File: src/hdl/core_params.svh
`ifndef CORE_PARAMS_SVH
`define CORE_PARAMS_SVH

`default_nettype none

`define DATA_WIDTH    32        // register and pc width
`define BP_INDEX_BITS 6         // btb index bits
`define IMEM_WORDS    64        // instruction memory depth in words

`default_nettype wire

`endif

File: src/hdl/isa_pkg.sv
`default_nettype none

package isa_pkg;

    typedef enum logic [6:0] {
        OP_REG    = 7'b0110011,
        OP_IMM    = 7'b0010011,
        OP_LUI    = 7'b0110111,
        OP_BRANCH = 7'b1100011,
        OP_JAL    = 7'b1101111
    } opcode_e;

    typedef enum logic [3:0] {
        ALU_ADD = 4'd0,
        ALU_SUB = 4'd1,
        ALU_AND = 4'd2,
        ALU_OR  = 4'd3,
        ALU_XOR = 4'd4,
        ALU_SLT = 4'd5,
        ALU_SLL = 4'd6,
        ALU_SRL = 4'd7
    } alu_op_e;

    // same encoding as funct3 of the branch group
    typedef enum logic [2:0] {
        BR_EQ = 3'b000,
        BR_NE = 3'b001,
        BR_LT = 3'b100,
        BR_GE = 3'b101
    } br_cond_e;

    typedef struct packed {
        logic      reg_write;
        alu_op_e   alu_op;
        logic      src_imm;     // operand b from immediate
        logic      is_lui;
        logic      is_branch;
        logic      is_jump;
        br_cond_e  br_cond;
    } ctrl_t;

endpackage

`default_nettype wire

File: src/hdl/pipe_pkg.sv
`include "core_params.svh"
`default_nettype none

package pipe_pkg;

    import isa_pkg::*;

    typedef logic [`DATA_WIDTH-1:0] word_t;

    typedef struct packed {
        logic  hit;
        logic  taken;
        word_t target;
    } pred_t;

    typedef struct packed {
        logic        valid;
        word_t       pc;
        logic [31:0] instr;
        pred_t       pred;
    } f_d_t;

    typedef struct packed {
        logic       valid;
        ctrl_t      ctrl;
        word_t      pc;
        logic [4:0] rs1;
        logic [4:0] rs2;
        logic [4:0] rd;
        word_t      rv1;
        word_t      rv2;
        word_t      imm;
        pred_t      pred;
    } d_e_t;

    typedef struct packed {
        logic       valid;
        logic       reg_write;
        logic [4:0] rd;
        word_t      result;
        word_t      pc;
    } e_w_t;

    typedef struct packed {
        logic  valid;
        word_t pc;
        logic  taken;
        logic  is_jump;     // jumps saturate the counter
        word_t target;
    } bp_update_t;

    typedef struct packed {
        word_t      pc;
        logic       reg_write;
        logic [4:0] rd;
        word_t      data;
    } retire_t;

endpackage

`default_nettype wire

File: src/hdl/hazard_unit.sv
`default_nettype none

module hazard_unit
    import pipe_pkg::*;
(
    input  d_e_t  d_e,
    input  e_w_t  e_w,
    input  logic  actual_taken,
    input  word_t actual_target,
    output logic  fwd_a,
    output logic  fwd_b,
    output logic  flush,
    output word_t redirect_pc
);

    word_t pc_plus4;
    word_t pred_next;
    word_t actual_next;
    logic  w_writes;

    assign w_writes = e_w.valid && e_w.reg_write && (e_w.rd != 5'd0);
    assign fwd_a    = w_writes && (e_w.rd == d_e.rs1);
    assign fwd_b    = w_writes && (e_w.rd == d_e.rs2);

    assign pc_plus4    = d_e.pc + 'd4;
    assign pred_next   = (d_e.pred.hit && d_e.pred.taken) ? d_e.pred.target : pc_plus4;
    assign actual_next = actual_taken ? actual_target : pc_plus4;

    // only the next pc matters, a taken hit onto pc+4 is still correct
    assign flush       = d_e.valid && (pred_next != actual_next);
    assign redirect_pc = actual_next;

endmodule

`default_nettype wire

File: config.mk
export PLATFORM = sky130hd
export DESIGN_NAME = hazard_unit
export DESIGN_NICKNAME = d
export VERILOG_FILES = /design/src/hdl/isa_pkg.sv /design/src/hdl/pipe_pkg.sv /design/src/hdl/hazard_unit.sv
export VERILOG_INCLUDE_DIRS = /design/src /design/src/hdl
export SDC_FILE = /design/constraint.sdc
export NUM_CORES = 1
export LEC_CHECK = 0
export BUFFER_PORTS_ARGS = -buffer_cell sky130_fd_sc_hd__buf_2
export CORE_AREA = 3 3 127 129
export DETAILED_ROUTE_END_ITERATION = 10
export DIE_AREA = 0 0 130 132
export PLACE_DENSITY = 0.46
export SYNTH_ARGS = -nofsm -noshare
export SYNTH_HDL_FRONTEND = slang
export SYNTH_SLANG_ARGS = --single-unit
File: constraint.sdc
create_clock -name vclk -period 14.13
set_input_delay 2.826 -clock vclk [all_inputs]
set_output_delay 2.826 -clock vclk [all_outputs]
set_load 0.01 [all_outputs]
## Word level (Yosys, flattened, before mapping)

Index checks and enable logic that the tools add are counted.
W data, S select, Z words.

- Output and inout bits: 35
- Input port bits: 294
- Bits in registers: 0
- Word-level logic and storage cells: 13

- Eq/ne operators: 3
- Reductions and logical operators: 7
- Add/subtract/negate cells: 1
- Muxes and demuxes: 2

Operators with widths:

| cell | number |
|---|---|
| $mux W32 | 2 |
| $add A32 B3 Y32 const B | 1 |
| $ne A32 B32 Y1 | 1 |
| $eq A5 B5 Y1 | 2 |
| $logic_and A1 B1 Y1 | 6 |
| $reduce_bool A5 Y1 | 1 |

## Depth between registers and ports, before layout

- Depth in word-level cells: 4
- Depth in mapped cells: 11
- Mapped depth without buffers: 10

## Least setup slack after synthesis

Ideal clock, no wire load.

- Path type: input to output
- Start point: in d_e[152] (netlist bit)
- End point: out flush
- Data required time: 11.304 ns
- Setup slack: 5.534 ns
- Path buffers: 1
- Arrival: 5.770 ns
- Cell stages on the path: 10
- Cells stage by stage: clkbuf_1 > nand3_1 > nor4_1 > xor2_1 > xor2_1 > or4_1 > o41a_1 > a211oi_2 > nand4_1 > o41a_1

- Longest elaborated chain between the ends: 4
- Elaborated cells between the ends (all ways): 5
- Those cells by class: 1 x add/sub; 1 x eq/ne; 2 x mux; 1 x reduce/logical

Ends and longest elaborated chain:

| what | RTL line | RTL |
|---|---|---|
| start, declared | hazard_unit.sv:6 | `input d_e_t d_e,` |
| $add A32 B3 Y32 * | hazard_unit.sv:25 | `assign pc_plus4 = d_e.pc + 'd4;` |
| $mux W32, on equally long branches | hazard_unit.sv:26, hazard_unit.sv:27 |  |
| $ne A32 B32 Y1 * | hazard_unit.sv:30 | `assign flush = d_e.valid && (pred_next != actual_next);` |
| $logic_and A1 B1 Y1 * | hazard_unit.sv:30 |  |
| end, declared | hazard_unit.sv:12 | `output logic flush,` |

Mark *: on every way between the ends. The rest lies on a longest branch, timed or not.

## Worst setup path after layout

- Start point: in d_e[147] (netlist bit)
- End point: out flush

Same word-level chain as after synthesis.

==> reports/qor.yml <==
status: "completed"
wl_per_cell_um: 18.0
port_buffers: 152
ant_nets: 0
yosys_warnings: 0
netSwitchingPower_uw: 65.5
nClkBuffers: 0
cap_violations: 0
cp_max_fo: 13
power.clock.fraction_pct: 0
die_area_sq_um: 17200
detail_route.wirelength_um: 13100
rsz0062_at_grt: "false"
multi_input_area_sq_um: 2680
first_pass_iters: 4
ir_worst_vdd_uv: 9.21
syn_area_per_cell_sq_um: 6.93
grt_pass1_vias: 3607
critPathLaunchType: "input pin"
cts_resized: 0
relSlewSlack_pct: 53.4
cts-hold-fix-buffers: 0
grt_util_all_layers_pct: 14.7
max_slew.worst_pin.slew_ps: 696
p_seq_share_pct: 0
seq_area_sq_um: 0
num_io_pins: 329
p_leak_nw: 1.53
seq_cells: 0
grt_pass1_wl_um: 20100
area_growth_pct: 32.7
p_per_area_nw_per_um2: 30.7
worstHoldPathCells: 3
syn-num-nets: 702
core_area_sq_um: 15100
crit_path_end_kind: "output pin"
synth_cells: 407
yosysSeqAreaShare_pct: 0
internal_power_uw: 49.3
worstPathArrival_ps: 6290
synth.distinct_cells: 56
nNetsFinal: 834
fin_crit_ps: 9120
dpl.cell_count: 725
route.detailed.drc: 0
synth_area_sq_um: 2820
cts_setup_buffers: 0
path_class: "in2out"
crit_required_ps: 11300
tns_ps: 0
final_cell_mix: "buf_2 (152), xnor2_1 (59), xor2_1 (55), nand2_1 (35), o21ai_0 (26)"
final_hold_viol_count: 0
antenna_found_initial: 1
dieHeight_um: 132
vias: 3519
fin_crit_sh_pct: 64.5
avgViaCountPerCell: 4.85
dp_hpwl_um: 11200
start_util_pct: 18.6
fin_util_pct: 24.7
grt_max_degree: 48
chipWidth_um: 130
switching_share_pct: 57.1
finalSetupViolations: 0
slew_viol_final: 0
initialDrtViolationCount: 169
nFillCells: 1709
rows: 45
p_comb_share_pct: 100.0
hp-class: "in2out"
fmax_mhz: 110
grt-ovfl-total: 0
gp_congestion: 0.856
layout-drive-gt1-share_pct: 33.7
stdcell_count: 726
final_common_cell: "buf_2"
[final cells by class]
type | count | share of cell area, %
inverter | 11 | 1.10
multi-input combinational | 371 | 71.6
timing repair buffer | 155 | 20.9
tap | 188 | 6.29
antenna | 1 | 0.0669
[cell usage after synthesis (4+ instances only)]
cell type / count / area share, %
buf_2: 5 / 0.89
nand3_1: 18 / 3.2
nand2_1: 35 / 4.7
a31oi_1: 5 / 1.1
clkbuf_1: 19 / 2.5
o211ai_1: 4 / 1.1
mux2_2: 17 / 6.8
o21ai_0: 26 / 4.6
xnor2_1: 59 / 18
a21oi_1: 15 / 2.7
or4_1: 4 / 1.1
inv_1: 10 / 1.3
nor3b_1: 5 / 1.3
nor3_1: 9 / 1.6
nor2_1: 23 / 3.1
and3_1: 5 / 1.1
nand3b_1: 5 / 1.3
mux2i_1: 5 / 1.8
nor4_1: 12 / 2.7
xor2_1: 55 / 17
nand4_1: 10 / 2.2
[cells by family after synthesis]
kind of cell	Yosys count	share of synthesized area, %
buffers and inverters	36	5.02
AO/OA/AOI/OAI	89	21.7
adder cells (fa/ha/maj)	1	0.444
XOR/XNOR	114	35.4
AND/OR/NAND/NOR	145	28.8
multiplexers	22	8.57
[metrics by stage]
| step | instance area (sq um) | power (mW) | setup slack, ps | hold slack, ps |
|---|---|---|---|---|
| after detailed placement | 3740 | 0.115 | 4980 | 5990 |
| after CTS | 3740 | 0.116 | 4970 | 5990 |
| after global routing | 3740 | 0.127 | 4710 | 6000 |
| after floorplan | 2820 | 0.0632 | 5530 | 5770 |
| after global placement | 3740 | 0.114 | 5030 | 5990 |
| final | 3740 | 0.115 | 5010 | 5980 |
[power groups by stage]
stage                     Sequential [mW]     Clock [mW]  Combinational (mW)
after floorplan                         0              0              0.0632
after global placement                  0              0               0.114
after detailed placement                0              0               0.115
after CTS                               0              0               0.116
after global routing                    0  0.00000000948               0.127
final                                   0  0.00000000952               0.115
[critical path, stage by stage]
cell and delay [ps]:
buf_2 200, ha_1 210, nand3_1 410, nor3_1 520
xor2_1 250, xor2_1 160, or4_1 420, o41a_1 450
a211oi_2 150, nand4_1 120, o41a_1 420, buf_2 150
[routing by layer]
layer | share of wire (%) | wire, um | vias to the layer above | GRT usage [%]
li1 | - | - | 1753 | -
met1 | 44 | 5800 | 1648 | 20.2
met2 | 48 | 6260 | 112 | 25.2
met3 | 7.1 | 933 | 6 | 1.82
met4 | 0.78 | 102 | 0 | 1.67
met5 | 0 | 0 | - | 0
[path summary, 6_finish.rpt]
| check | startpoint | endpoint | slack (ps) |
|---|---|---|---|
| worst min-delay path | d_e[189] | flush | 5980 |
| worst max-delay path | d_e[147] | flush | 5010 |
No activity file was read; power rests on OpenSTA's default activity.
