### config.mk
export PLATFORM = sky130hd
export DESIGN_NAME = execute
export DESIGN_NICKNAME = d
export VERILOG_FILES = /design/src/hdl/isa_pkg.sv /design/src/hdl/pipe_pkg.sv /design/src/hdl/execute.sv
export VERILOG_INCLUDE_DIRS = /design/src /design/src/hdl
export SDC_FILE = /design/constraint.sdc
export NUM_CORES = 1
export LEC_CHECK = 0
export BUFFER_PORTS_ARGS = -buffer_cell sky130_fd_sc_hd__clkbuf_2
export CORE_ASPECT_RATIO = 1.5
export CORE_MARGIN = 3
export CORE_UTILIZATION = 40
export DETAILED_ROUTE_END_ITERATION = 10
export PLACE_DENSITY = 0.69
export SYNTH_ARGS = -nofsm -noshare
export SYNTH_HDL_FRONTEND = slang
export SYNTH_SLANG_ARGS = --single-unit
### constraint.sdc
create_clock -name vclk -period 7.5
set_input_delay 0.75 -clock vclk [all_inputs]
set_output_delay 0.75 -clock vclk [all_outputs]
set_load 0.02 [all_outputs]
### src/hdl/core_params.svh
`ifndef CORE_PARAMS_SVH
`define CORE_PARAMS_SVH

`default_nettype none

`define DATA_WIDTH    32        // register and pc width
`define BP_INDEX_BITS 6         // btb index bits
`define IMEM_WORDS    64        // instruction memory depth in words

`default_nettype wire

`endif

### src/hdl/isa_pkg.sv
`default_nettype none

package isa_pkg;

    typedef enum logic [6:0] {
        OP_REG    = 7'b0110011,
        OP_IMM    = 7'b0010011,
        OP_LUI    = 7'b0110111,
        OP_BRANCH = 7'b1100011,
        OP_JAL    = 7'b1101111
    } opcode_e;

    typedef enum logic [3:0] {
        ALU_ADD = 4'd0,
        ALU_SUB = 4'd1,
        ALU_AND = 4'd2,
        ALU_OR  = 4'd3,
        ALU_XOR = 4'd4,
        ALU_SLT = 4'd5,
        ALU_SLL = 4'd6,
        ALU_SRL = 4'd7
    } alu_op_e;

    // same encoding as funct3 of the branch group
    typedef enum logic [2:0] {
        BR_EQ = 3'b000,
        BR_NE = 3'b001,
        BR_LT = 3'b100,
        BR_GE = 3'b101
    } br_cond_e;

    typedef struct packed {
        logic      reg_write;
        alu_op_e   alu_op;
        logic      src_imm;     // operand b from immediate
        logic      is_lui;
        logic      is_branch;
        logic      is_jump;
        br_cond_e  br_cond;
    } ctrl_t;

endpackage

`default_nettype wire

### src/hdl/pipe_pkg.sv
`include "core_params.svh"
`default_nettype none

package pipe_pkg;

    import isa_pkg::*;

    typedef logic [`DATA_WIDTH-1:0] word_t;

    typedef struct packed {
        logic  hit;
        logic  taken;
        word_t target;
    } pred_t;

    typedef struct packed {
        logic        valid;
        word_t       pc;
        logic [31:0] instr;
        pred_t       pred;
    } f_d_t;

    typedef struct packed {
        logic       valid;
        ctrl_t      ctrl;
        word_t      pc;
        logic [4:0] rs1;
        logic [4:0] rs2;
        logic [4:0] rd;
        word_t      rv1;
        word_t      rv2;
        word_t      imm;
        pred_t      pred;
    } d_e_t;

    typedef struct packed {
        logic       valid;
        logic       reg_write;
        logic [4:0] rd;
        word_t      result;
        word_t      pc;
    } e_w_t;

    typedef struct packed {
        logic  valid;
        word_t pc;
        logic  taken;
        logic  is_jump;     // jumps saturate the counter
        word_t target;
    } bp_update_t;

    typedef struct packed {
        word_t      pc;
        logic       reg_write;
        logic [4:0] rd;
        word_t      data;
    } retire_t;

endpackage

`default_nettype wire

### src/hdl/execute.sv
`default_nettype none

module execute
    import isa_pkg::*;
    import pipe_pkg::*;
(
    input  d_e_t       d_e,
    input  logic       fwd_a,
    input  logic       fwd_b,
    input  word_t      w_result,
    output e_w_t       e_w,
    output logic       actual_taken,
    output word_t      actual_target,
    output bp_update_t update
);

    word_t op_a;
    word_t op_b_reg;
    word_t op_b;
    word_t alu_out;
    word_t pc_plus4;
    word_t br_target;
    logic  cond;

    assign op_a     = fwd_a ? w_result : d_e.rv1;
    assign op_b_reg = fwd_b ? w_result : d_e.rv2;
    assign op_b     = d_e.ctrl.src_imm ? d_e.imm : op_b_reg;
    assign pc_plus4  = d_e.pc + 'd4;
    assign br_target = d_e.pc + d_e.imm;

    always_comb begin
        case (d_e.ctrl.alu_op)
            ALU_SUB: alu_out = op_a - op_b;
            ALU_AND: alu_out = op_a & op_b;
            ALU_OR:  alu_out = op_a | op_b;
            ALU_XOR: alu_out = op_a ^ op_b;
            ALU_SLT: alu_out = word_t'($signed(op_a) < $signed(op_b));
            ALU_SLL: alu_out = op_a << op_b[4:0];
            ALU_SRL: alu_out = op_a >> op_b[4:0];
            default: alu_out = op_a + op_b;
        endcase
    end

    always_comb begin
        case (d_e.ctrl.br_cond)
            BR_EQ:   cond = (op_a == op_b_reg);
            BR_NE:   cond = (op_a != op_b_reg);
            BR_LT:   cond = ($signed(op_a) < $signed(op_b_reg));
            default: cond = ($signed(op_a) >= $signed(op_b_reg));
        endcase
    end

    assign actual_taken  = d_e.valid && (d_e.ctrl.is_jump || (d_e.ctrl.is_branch && cond));
    assign actual_target = br_target;

    assign e_w.valid     = d_e.valid;
    assign e_w.reg_write = d_e.valid && d_e.ctrl.reg_write;
    assign e_w.rd        = d_e.rd;
    assign e_w.pc        = d_e.pc;
    assign e_w.result    = d_e.ctrl.is_jump ? pc_plus4 :      // link address
                           d_e.ctrl.is_lui  ? d_e.imm  : alu_out;

    // btb learns the taken target even when the branch falls through
    assign update.valid   = d_e.valid && (d_e.ctrl.is_branch || d_e.ctrl.is_jump);
    assign update.pc      = d_e.pc;
    assign update.taken   = actual_taken;
    assign update.is_jump = d_e.ctrl.is_jump;
    assign update.target  = br_target;

endmodule

`default_nettype wire

---- Word-level counts from Yosys, hierarchy flattened ----
Index checks and enable logic that the tools add are counted.
word-level totals
  flip-flop bits (word level) ............. 0
  bits of input ports ..................... 224
cells by class
  bitwise gates (word level) .............. 3
  equality and inequality tests ........... 11
  add/subtract/negate cells ............... 4
  shifts and indexed selects .............. 2
  reduce and logical (&&, ||, !) cells .... 7
  mux-type cells .......................... 7
  order comparisons ....................... 3
operators by type and width
  cell                     number
  $pmux W32 S7             1
  $mux W32                 5
  $add A32 B32 Y32         2
  $lt A32 B32 Y1           2
  $add A32 B3 Y32 const B  1
  $and A32 B32 Y32         1
  $eq A32 B32 Y1           1
  $ge A32 B32 Y1           1
  $ne A32 B32 Y1           1
  $or A32 B32 Y32          1
  $shl A32 B5 Y32          1
  $shr A32 B5 Y32          1
  $sub A32 B32 Y32         1
  $xor A32 B32 Y32         1
  $eq A4 B3 Y1 const B     4
  $eq A4 B2 Y1 const B     2
  $eq A4 B1 Y1 const B     1
  $logic_and A1 B1 Y1      4
  $eq A3 B1 Y1 const B     1
  $eq A3 B3 Y1 const B     1
  $logic_not A3 Y1         1
  $pmux W1 S3              1
  $logic_or A1 B1 Y1       2

---- Longest topological paths before layout ----
  depth in word-level cells ............... 6
  depth in mapped cells ................... 18
  mapped depth without buffers ............ 14

---- Least setup slack after synthesis ----
No wires, ideal clock.
  kind .................................... input to output
  start ................................... in d_e[183] (netlist name)
  end ..................................... out e_w[56] (netlist name)
  required time ........................... 6.750 ns
  path slack .............................. 1.509 ns
  arrival time ............................ 5.241 ns
  stages on the path ...................... 15
  cells stage by stage .................... buf_2 > buf_1 > buf_1 > clkbuf_1 > mux2i_1 > ha_1 > buf_2 > or4b_1 > o31ai_1 > o22ai_2 > or4_1 > and3_1 > o22ai_1 > o21ai_2 > a221oi_2
RTL lines
  what                RTL line       RTL
  start: declaration  execute.sv:7   input d_e_t d_e,
  end: declaration    execute.sv:11  output e_w_t e_w,

==> summary.md <==
| Metric | Value |
|---|---|
| Crit path max fanout | 26 |
| Met1 Use GR | 45.1% |
| Hold Crit Class | in2out |
| ANT nets after route | 0 |
| Setup-failing EPs final | 0 |
| Vias in the first global route | 15900 |
| Setup bufs post-CTS | 0 |
| Worst setup path category | in2out |
| Die height | between 200 and 250 µm |
| CP Cell Sequence | clkbuf_2 > buf_4 > mux2_2 > mux2i_1 > ha_1 > inv_1 > a21o_1 > a2111o_1 > o22ai_2 > o311ai_0 > buf_4 > a311oi_1 > nor2_1 > o21a_1 > o21ai_0 > clkbuf_2 |
| Worst Tran Pin Value | roughly 1200 ps |
| Max cap viols | 0 |
| Share of the synthesized area in the top cell type | between 10 and 15% |
| Area growth syn-to-layout | 9.82% |
| Multi-input gate area | 12000 µm² |
| GP Congestion | around 1 |
| Core Rows | approximately 80 |
| Via count | around 17000 |
| Sequential cell area fraction in the yosys report | 0% |
| RSZ-0062 raised after global routing | false |
| Syn Nets | ~2400 |
| Largest net degree at the start of global routing | 70 |
| Post-detail-place hpwl | 56.0 mm |
| CP Capture Point | e_w[32] |
| Critical path origin | fwd_b |
| Die ar. | approximately 37000 µm² |
| Most instantiated cells after synthesis | 160 x ha_1, 153 x nor2_1, 152 x a21oi_1 |
| Final worst slack | 1100 ps |
| Crit end category | primary output |
| Post-synth top area cell | ha_1 |
| Iter 0 DRT Violations | 1648 |
| N_diodes | 0 |
| I/O pin count | roughly 400 |
| PostCTS Resize Cnt | 0 |
| CP arrival | ~5700 ps |
| Final WL | ~69 mm |
| Max Fclk | 156 MHz |
| P_leak | about 7.3 nW |
| Hold Path Origin | d_e[131] |
| CP max-delay cell | a311oi_1 |
| Global Route met3 Usage | around 3.8% |
| Maximum VDD drop | roughly 0.08 mV |
| Type of origin of the critical path | input pin |
| Clock Buffer Count | 0 |
| Initial antenna violation count | 1 |
| Register area | 0 µm² |
| Gr ovfl total | 0 |
| Pre-CTS WS | between 1000 and 1500 ps |
| Global-route usage over all layers | a little over a third |
| Crit path time final | about 6400 ps |
| Die W | roughly 160 µm |
| Syn Std Cell Area | between 10000 and 15000 µm² |
| Fillers | approximately 3600 |
| CP peak stage delay | around 600 ps |
| Post-CTS Hold Buffers | 0 |
| I/O Buffers | 341 |
| Status | finished, final reports clean |
| Total Power | about 1.8 mW |
| Initial Util | between 40 and 50% |
| Grt met2 use | 58.9% |
| Pwr dens | roughly 120 nW/µm² |
| Syn Inst Count | slightly below 2000 |
| Busiest grt layer | met2 |
| Top-count cell post-synth | ha_1 |
| Pins Over Slew Limit | 0 |
| Seq_cells | 0 |
| DRC errors left | 0 |
| CP required | 6750 ps |
| Final instance area | about 15000 µm² |
| Pre-Repair DR Iteration Count | 6 |
| Area after DPL | around 15000 µm² |
| Ys Warns | 0 |
| Avg Vias per Cell | 6.49 |
| Setup TNS | 0 ps |
| Synth cell types | 87 |
| Synth top area cells | ha_1 15%, mux2i_1 10%, buf_4 6.2% |
| Final Net Count | 2529 |
| Syn avg cell area | approximately 7 µm² |
| Share of cells above drive strength 1 | 22.6% |
| Worst rel slew slack | around a fifth |
| First-pass GRT wire length | about 100 mm |
| Final hold viol count | 0 |
| Final core occ | around 45% |
| Crit share post-route | roughly 85% |
| Core ar. | approximately 34000 µm² |
| DR WL/cell | around 27 µm |
==> worst max-delay path, delay by kind of cell <==
family,cells,cell delay (ps)
buffers and inverters,5,1270
AOI/OAI and AO/OA,7,2420
adders and majority gates,1,430
muxes,2,680
and+or+nand+nor,1,80
==> placed cells by master (no fill, tap or decap), types with 23 or more instances in the layout <==
cell,n
a211oi_1,27
a21o_1,43
a21oi_1,152
a31oi_1,23
buf_4,43
clkbuf_2,341
ha_1,160
inv_1,143
mux2_2,52
mux2i_1,144
nand2_1,124
nand3_1,51
nand4_1,23
nor2_1,151
nor3_1,26
o211ai_1,50
o21ai_0,117
xnor2_1,48
xor2_1,23
==> metrics by stage <==
stage,cells,hold WS (ps)
floorplan,1976,1610
global placement,2561,1500
detailed placement,2561,1500
CTS,2561,1500
global route,2561,1500
finish,2561,1500
==> worst min path at each step <==
stage          endpoint  slack, ps  cells past startpoint
2_1_floorplan    e_w[0]       1610                      1
3_5_place_dp    e_w[68]       1500                      0
4_1_cts         e_w[68]       1500                      0
5_1_grt         e_w[64]       1500                      0
3_3_place_gp    e_w[68]       1500                      0
6_report        e_w[65]       1500                      0
==> routing by layer <==
metal	vias to the layer above	share of wire, %
li1	7603	-
met4	2	5.5
met2	863	47
met1	7953	40
met3	197	7.4
met5	-	0.020
==> kinds of logic (layout without fill, tap and decap cells) <==
family	Yosys count	in the layout	share of synthesized area (%)
buf+inv	368	533	13.3
mux	214	214	17.5
xor+xnor	71	71	4.51
simple gates	502	502	17.4
compound gates	659	659	32.5
fa+ha+maj	162	162	14.8
==> power by group <==
| part | internal (mW) | leakage (nW) | switching (mW) |
|---|---|---|---|
| combinational | 0.616 | 7.28 | 1.19 |
| sequential | 0 | 0 | 0 |
| clock | 0 | 0 | 0 |
| total | 0.616 | 7.28 | 1.19 |
==> layout make-up <==
| cell class | count | area share, % |
|---|---|---|
| Inverter | 147 | 3.66 |
| Multi-Input combinational cell | 1608 | 79.2 |
| Tap cell | 420 | 3.47 |
| Timing Repair Buffer | 386 | 13.7 |
Note: power is estimated with default switching activity, not from simulation.
