$ cat src/hdl/core_params.svh
`ifndef CORE_PARAMS_SVH
`define CORE_PARAMS_SVH

`default_nettype none

`define DATA_WIDTH    32        // register and pc width
`define BP_INDEX_BITS 6         // btb index bits
`define IMEM_WORDS    64        // instruction memory depth in words

`default_nettype wire

`endif

$ cat src/hdl/isa_pkg.sv
`default_nettype none

package isa_pkg;

    typedef enum logic [6:0] {
        OP_REG    = 7'b0110011,
        OP_IMM    = 7'b0010011,
        OP_LUI    = 7'b0110111,
        OP_BRANCH = 7'b1100011,
        OP_JAL    = 7'b1101111
    } opcode_e;

    typedef enum logic [3:0] {
        ALU_ADD = 4'd0,
        ALU_SUB = 4'd1,
        ALU_AND = 4'd2,
        ALU_OR  = 4'd3,
        ALU_XOR = 4'd4,
        ALU_SLT = 4'd5,
        ALU_SLL = 4'd6,
        ALU_SRL = 4'd7
    } alu_op_e;

    // same encoding as funct3 of the branch group
    typedef enum logic [2:0] {
        BR_EQ = 3'b000,
        BR_NE = 3'b001,
        BR_LT = 3'b100,
        BR_GE = 3'b101
    } br_cond_e;

    typedef struct packed {
        logic      reg_write;
        alu_op_e   alu_op;
        logic      src_imm;     // operand b from immediate
        logic      is_lui;
        logic      is_branch;
        logic      is_jump;
        br_cond_e  br_cond;
    } ctrl_t;

endpackage

`default_nettype wire

$ cat src/hdl/pipe_pkg.sv
`include "core_params.svh"
`default_nettype none

package pipe_pkg;

    import isa_pkg::*;

    typedef logic [`DATA_WIDTH-1:0] word_t;

    typedef struct packed {
        logic  hit;
        logic  taken;
        word_t target;
    } pred_t;

    typedef struct packed {
        logic        valid;
        word_t       pc;
        logic [31:0] instr;
        pred_t       pred;
    } f_d_t;

    typedef struct packed {
        logic       valid;
        ctrl_t      ctrl;
        word_t      pc;
        logic [4:0] rs1;
        logic [4:0] rs2;
        logic [4:0] rd;
        word_t      rv1;
        word_t      rv2;
        word_t      imm;
        pred_t      pred;
    } d_e_t;

    typedef struct packed {
        logic       valid;
        logic       reg_write;
        logic [4:0] rd;
        word_t      result;
        word_t      pc;
    } e_w_t;

    typedef struct packed {
        logic  valid;
        word_t pc;
        logic  taken;
        logic  is_jump;     // jumps saturate the counter
        word_t target;
    } bp_update_t;

    typedef struct packed {
        word_t      pc;
        logic       reg_write;
        logic [4:0] rd;
        word_t      data;
    } retire_t;

endpackage

`default_nettype wire

$ cat src/hdl/fetch.sv
`include "core_params.svh"
`default_nettype none

module fetch
    import pipe_pkg::*;
(
    input  logic                          clk,
    input  logic                          rst,
    input  logic                          trigger,
    input  logic                          prog_we,
    input  logic [$clog2(`IMEM_WORDS)-1:0] prog_addr,
    input  logic [31:0]                   prog_data,
    input  pred_t                         pred,
    input  logic                          flush,
    input  word_t                         redirect_pc,
    output f_d_t                          f_d,
    output word_t                         pc
);

    localparam int AW = $clog2(`IMEM_WORDS);

    logic        running;
    logic [31:0] imem [`IMEM_WORDS];
    word_t       next_pc;

    // redirect beats prediction, prediction beats sequential
    assign next_pc = flush ? redirect_pc :
                     (pred.hit && pred.taken) ? pred.target : pc + 'd4;

    always_ff @(posedge clk) begin
        if (rst) begin
            running <= 1'b0;
            pc      <= '0;
        end else begin
            if (trigger) begin
                running <= 1'b1;
            end
            if (running) begin
                pc <= next_pc;
            end
        end
    end

    always_ff @(posedge clk) begin
        if (prog_we) begin
            imem[prog_addr] <= prog_data;
        end
    end

    assign f_d.valid = running;
    assign f_d.pc    = pc;
    assign f_d.instr = imem[pc[AW+1:2]];    // word addressed, wraps
    assign f_d.pred  = pred;

    a_prog_idle: assert property (
        @(posedge clk) disable iff (rst) prog_we |-> !running
    ) else $error("program write while the core is running");

endmodule

`default_nettype wire

$ cat config.mk
export PLATFORM = sky130hd
export DESIGN_NAME = fetch
export DESIGN_NICKNAME = d
export VERILOG_FILES = /design/src/hdl/isa_pkg.sv /design/src/hdl/pipe_pkg.sv /design/src/hdl/fetch.sv
export VERILOG_INCLUDE_DIRS = /design/src /design/src/hdl
export SDC_FILE = /design/constraint.sdc
export NUM_CORES = 2
export LEC_CHECK = 0
export BUFFER_PORTS_ARGS = -buffer_cell sky130_fd_sc_hd__buf_2
export CAP_MARGIN = 20
export CORE_AREA = 4 4 389 391
export CTS_BUF_LIST = sky130_fd_sc_hd__clkbuf_4 sky130_fd_sc_hd__clkbuf_8
export DETAILED_ROUTE_END_ITERATION = 16
export DIE_AREA = 0 0 393 395
export MAX_ROUTING_LAYER = met4
export PLACE_DENSITY = 0.84
export SKIP_CTS_REPAIR_TIMING = 1
export SLEW_MARGIN = 20
export SYNTH_ARGS = -nofsm -noshare
export SYNTH_HDL_FRONTEND = slang
export SYNTH_SLANG_ARGS = --single-unit
$ cat constraint.sdc
create_clock -name clk -period 4.6 [get_ports clk]
set_input_delay 0 -clock clk [delete_from_list [all_inputs] [get_ports clk]]
set_output_delay 0 -clock clk [all_outputs]
set_load 0.1 [all_outputs]
# --- Word-level counts from Yosys, hierarchy flattened ---
# Memories as Yosys holds them, arrays and structs flattened. A register that Yosys moved wholly into a read port is not among the register bits.
# Index checks and enable logic that the tools add are counted.
totals:
  regBits: 33
  ram_bits: 2048
  in_bits: 109
  output_inout_bits: 131
  word_cells: 11
  n_memories: 1
memory_table:
  columns: ["name", "depth", "word_bits", "rd", "rd_clocked_by_memory_dff", "wr", "line_no", "rtl"]
  rows:
  - ["imem", 64, 32, 1, 1, 1, "fetch.sv:23", "logic [31:0] imem [`IMEM_WORDS];"]
classes:
  n_addsub: 1
  muxes: 6
  reduce_logical: 1
op_table:
  columns: ["op", "n"]
  rows:
  - ["$mux W32", 2]
  - ["$add A32 B3 Y32 const B", 1]
  - ["$mux W6", 2]
  - ["$mux W1", 2]
  - ["$logic_and A1 B1 Y1", 1]

# --- Depth between registers and ports, before layout ---
depth:
  depth_word: 5
  mapped_depth: 9
  mapped_depth_nobuf: 6

# --- Worst setup path before layout ---
# No wires, ideal clock.
synth_timing:
  path_kind: "register -> output"
  from: "reg (tool-made name)"
  to: "out f_d[35] (netlist bit)"
  t_arrival_ns: 4.109
  required_ns: 4.600
  path_slack_ns: 0.491
  path_stages_with_launch: 8
  path_cell_list: "dfxtp_1 -> buf_2 -> buf_2 -> buf_2 -> clkbuf_1 -> mux4_2 -> a22oi_1 -> a311oi_1"
synth_lines:
  columns: ["item", "line_no", "rtl"]
  rows:
  - ["to (decl)", "fetch.sv:16", "output f_d_t f_d,"]

==> impl_metrics.env <==
export IMPL_ys_ff_latch=2087
export IMPL_status="finished clean"
export IMPL_crit_path_max_fanout=52
export IMPL_grt_pass1_wl_um=312000
export IMPL_cp_cell_sequence="buf_12, buf_4, mux4_2, mux2i_1, mux2i_1, a21oi_1, a311oi_1, buf_4, buf_2"
export IMPL_drive_above_1_share_pct=32.8
export IMPL_cts_path_max_buffers=4
export IMPL_reg2reg_to="pc[20]"
export IMPL_coreArea_um2=147000
export IMPL_htreeDepth=5
export IMPL_track_usage_pct=29.0
export IMPL_post_dp_hpwl_um=118000
export IMPL_tns_ns=0
export IMPL_post_route_period_util_pct=99.1
export IMPL_hp_start="prog_data[16]"
export IMPL_timing_fmax_mhz=219
export IMPL_crit_required_ns=4.60
export IMPL_top_usage_layer="met2"
export IMPL_ctsRootBufferMaster="clkbuf_8"
export IMPL_crit_arrival_ns=4.56
export IMPL_antenna_left=0
export IMPL_hold_path_class="in -> reg"
export IMPL_worst_path_buf_inv=4
export IMPL_final_cells=6529
export IMPL_viasPerCell=6.81
export IMPL_use_met2_pct=44.2
export IMPL_regArea_um2=62300
export IMPL_via_count=44442
export IMPL_antenna_found_initial=11
export IMPL_dp_cells=5798
export IMPL_total_power_mw=40.2
export IMPL_async_flop_share_pct=0
export IMPL_fin_skew_ns=0.0495
export IMPL_worst_slew_pin_slew_ns=1.22
export IMPL_hold_viol_final=0
export IMPL_slowest_delay_ns=0.71
export IMPL_die_x_um=393
export IMPL_ir_worst_vdd_mv=0.274
export IMPL_worstSetupPathType="reg -> out"
export IMPL_synth_area_um2=81000
export IMPL_dp_slack_ns=1.11
export IMPL_power_leakage_nw=29.2
export IMPL_final_min_clock_period_ns=4.56
export IMPL_syn_avg_cell_area_um2=21.6
export IMPL_utilization_pct=63.0
export IMPL_reg2reg_depth=8
export IMPL_grt_ovfl_total=0
export IMPL_rsz0062_at_grt="false"
export IMPL_synthFlopType="edfxtp_1"
export IMPL_worstReg2RegStart="pc[2]"
export IMPL_wl_um=222000
export IMPL_placedInstanceArea_um2=85000
export IMPL_clk_pin_slew_ns=0.06
export IMPL_worstHoldPathCells=2
export IMPL_cts_buffers=331
export IMPL_n_fill_cell=8931
export IMPL_grt_pass1_vias=44519
export IMPL_area_delta_synth_final_pct=14.8
export IMPL_rows=141
export IMPL_crit_family="buffers and inverters"
export IMPL_initial_core_util_pct=54.9
export IMPL_timing_reg2reg_setup_slack_ns=0.87
export IMPL_synth_edf_count=2048
export IMPL_syn_nets=3866
export IMPL_nets=4471
export IMPL_grt_use_met1_pct=36.4
export IMPL_endpoint_kind="output pin"
export IMPL_power_density_nw_per_um2=433
export IMPL_worstSkewPairLatency_ns=1.01
export IMPL_die_y_um=395
export IMPL_synthCells=3756
export IMPL_grt_max_degree=71
export IMPL_maxCapViolCount=0
export IMPL_final_area_um2=93000
export IMPL_port_buffers=239
export IMPL_io_pins=240
export IMPL_cts_tree="done"
export IMPL_yosys_warnings=0
export IMPL_grtUsageMet3_pct=8.02
export IMPL_crit_slowest_cell="dfxtp_4"
export IMPL_start_kind="flip-flop"
export IMPL_ys_seq_area_share_pct=76.9
export IMPL_synth_cell_types=62
export IMPL_cts_sinks=2087
export IMPL_min_to="imem[43][16]"
export IMPL_slew_violations=0
export IMPL_drt_iter0_markers=6994
export IMPL_fin_hold_ws_ns=0.0258
export IMPL_layout_setup_ws_ns=0.0415
export IMPL_first_pass_iters=8
export IMPL_setup_viol=0
export IMPL_die_area_um2=155000
export IMPL_relSlewSlack_pct=18.4
export IMPL_drc=0
export IMPL_multi_input_comb_area_um2=17700
export IMPL_place_congestion=0.871
export IMPL_wl_per_cell_um=34.0
==> cell usage in the layout, fill, tap and decap left out, types with 30 or more instances in the layout <==
cell / Yosys / final
o21ai_0: 39 / 39
nor2_1: 132 / 69
buf_2: 79 / 220
nor2_4: 0 / 63
mux4_2: 503 / 503
clkbuf_8: 5 / 345
buf_4: 71 / 152
clkinv_1: 1 / 73
clkbuf_4: 0 / 99
nand2_1: 82 / 82
dfxtp_1: 39 / 34
dlygate4sd3_1: 0 / 155
mux2i_1: 149 / 149
clkinv_2: 0 / 31
o22ai_1: 30 / 30
edfxtp_1: 2048 / 2048
a21oi_1: 58 / 57
a22oi_1: 94 / 94
==> worst reg2reg max path, stage by stage (launching register included) <==
cell and delay [ns]:
dfxtp_1 0.60, ha_1 0.33, nand4_2 0.24, or4_1 0.79, o41ai_1 0.31, nand3_1 0.12, dlygate4sd3_1 0.59, a31oi_1 0.14
dlygate4sd3_1 0.57
==> registers in the layout (all words and copies together) (netlist names), named ones only <==
signal,count
imem,2048
pc,32
running,1
==> area by class of cell <==
type,count,share of cell area (%)
Clock inverter,118,0.774
Inverter,8,0.0323
Clock buffer,442,5.89
Antenna cell,11,0.0296
Tap cell,1930,2.60
Multi-Input combinational cell,1381,19.1
Sequential cell,2087,67.0
Timing Repair Buffer,552,4.61
==> logic make-up (layout without fill, tap and decap cells) <==
kind of cell | Yosys count | in the layout | synth area share, %
other cells | 0 | 11 | 0
flops | 2087 | 2087 | 76.9
compound gates | 348 | 348 | 3.02
fa+ha+maj | 1 | 1 | 0.0154
simple gates | 356 | 356 | 2.07
mux | 670 | 670 | 16.1
xor+xnor | 6 | 6 | 0.0649
buf+inv | 288 | 1120 | 1.88
==> worst max path at each step <==
stage,startpoint,end,cells after the start
4_1_cts,flip-flop,f_d[49],8
2_1_floorplan,flip-flop,f_d[35],7
5_1_grt,flip-flop,f_d[51],9
3_3_place_gp,flip-flop,f_d[37],10
6_report,flip-flop,f_d[51],9
3_5_place_dp,flip-flop,f_d[40],8
==> layer usage <==
layer  part of all wire [%]  routed length, um
met5                      0                  0
met4                    5.4              11900
met3                     14              32000
met2                     48             107000
met1                     32              71000
==> power breakdown <==
group | switching, mW | internal (mW) | total [mW]
clock network | 7.09 | 8.14 | 15.2
registers | 0.129 | 21.0 | 21.2
logic | 2.65 | 1.20 | 3.85
total | 9.87 | 30.4 | 40.2
==> synthesized netlist by cell type, drive strengths merged (3+ instances only) <==
cell | number | area, um2
mux2 | 18 | 203
nor3 | 30 | 155
nand4 | 10 | 81.3
o22ai | 30 | 188
buf | 173 | 1030
nor2b | 16 | 100
a22o | 16 | 140
inv | 7 | 26.3
a31oi | 6 | 37.5
nand3b | 6 | 45.0
a22oi | 94 | 706
xnor2 | 4 | 35.0
edfxtp | 2048 | 61500
dfxtp | 39 | 781
or3 | 10 | 62.6
clkbuf | 106 | 449
o21ai | 39 | 195
nand2 | 82 | 308
a21oi | 58 | 290
and4 | 3 | 27.5
a311oi | 28 | 258
and3 | 5 | 33.8
nand3 | 25 | 125
nor2 | 132 | 495
mux2i | 149 | 1490
nand2b | 16 | 100
or4 | 3 | 22.5
a21o | 3 | 22.5
a31o | 6 | 52.6
o221ai | 27 | 236
a211oi | 29 | 218
mux4 | 503 | 11300
and2 | 6 | 37.5
nor4 | 6 | 37.5
(Power assumes the default switching activity.)
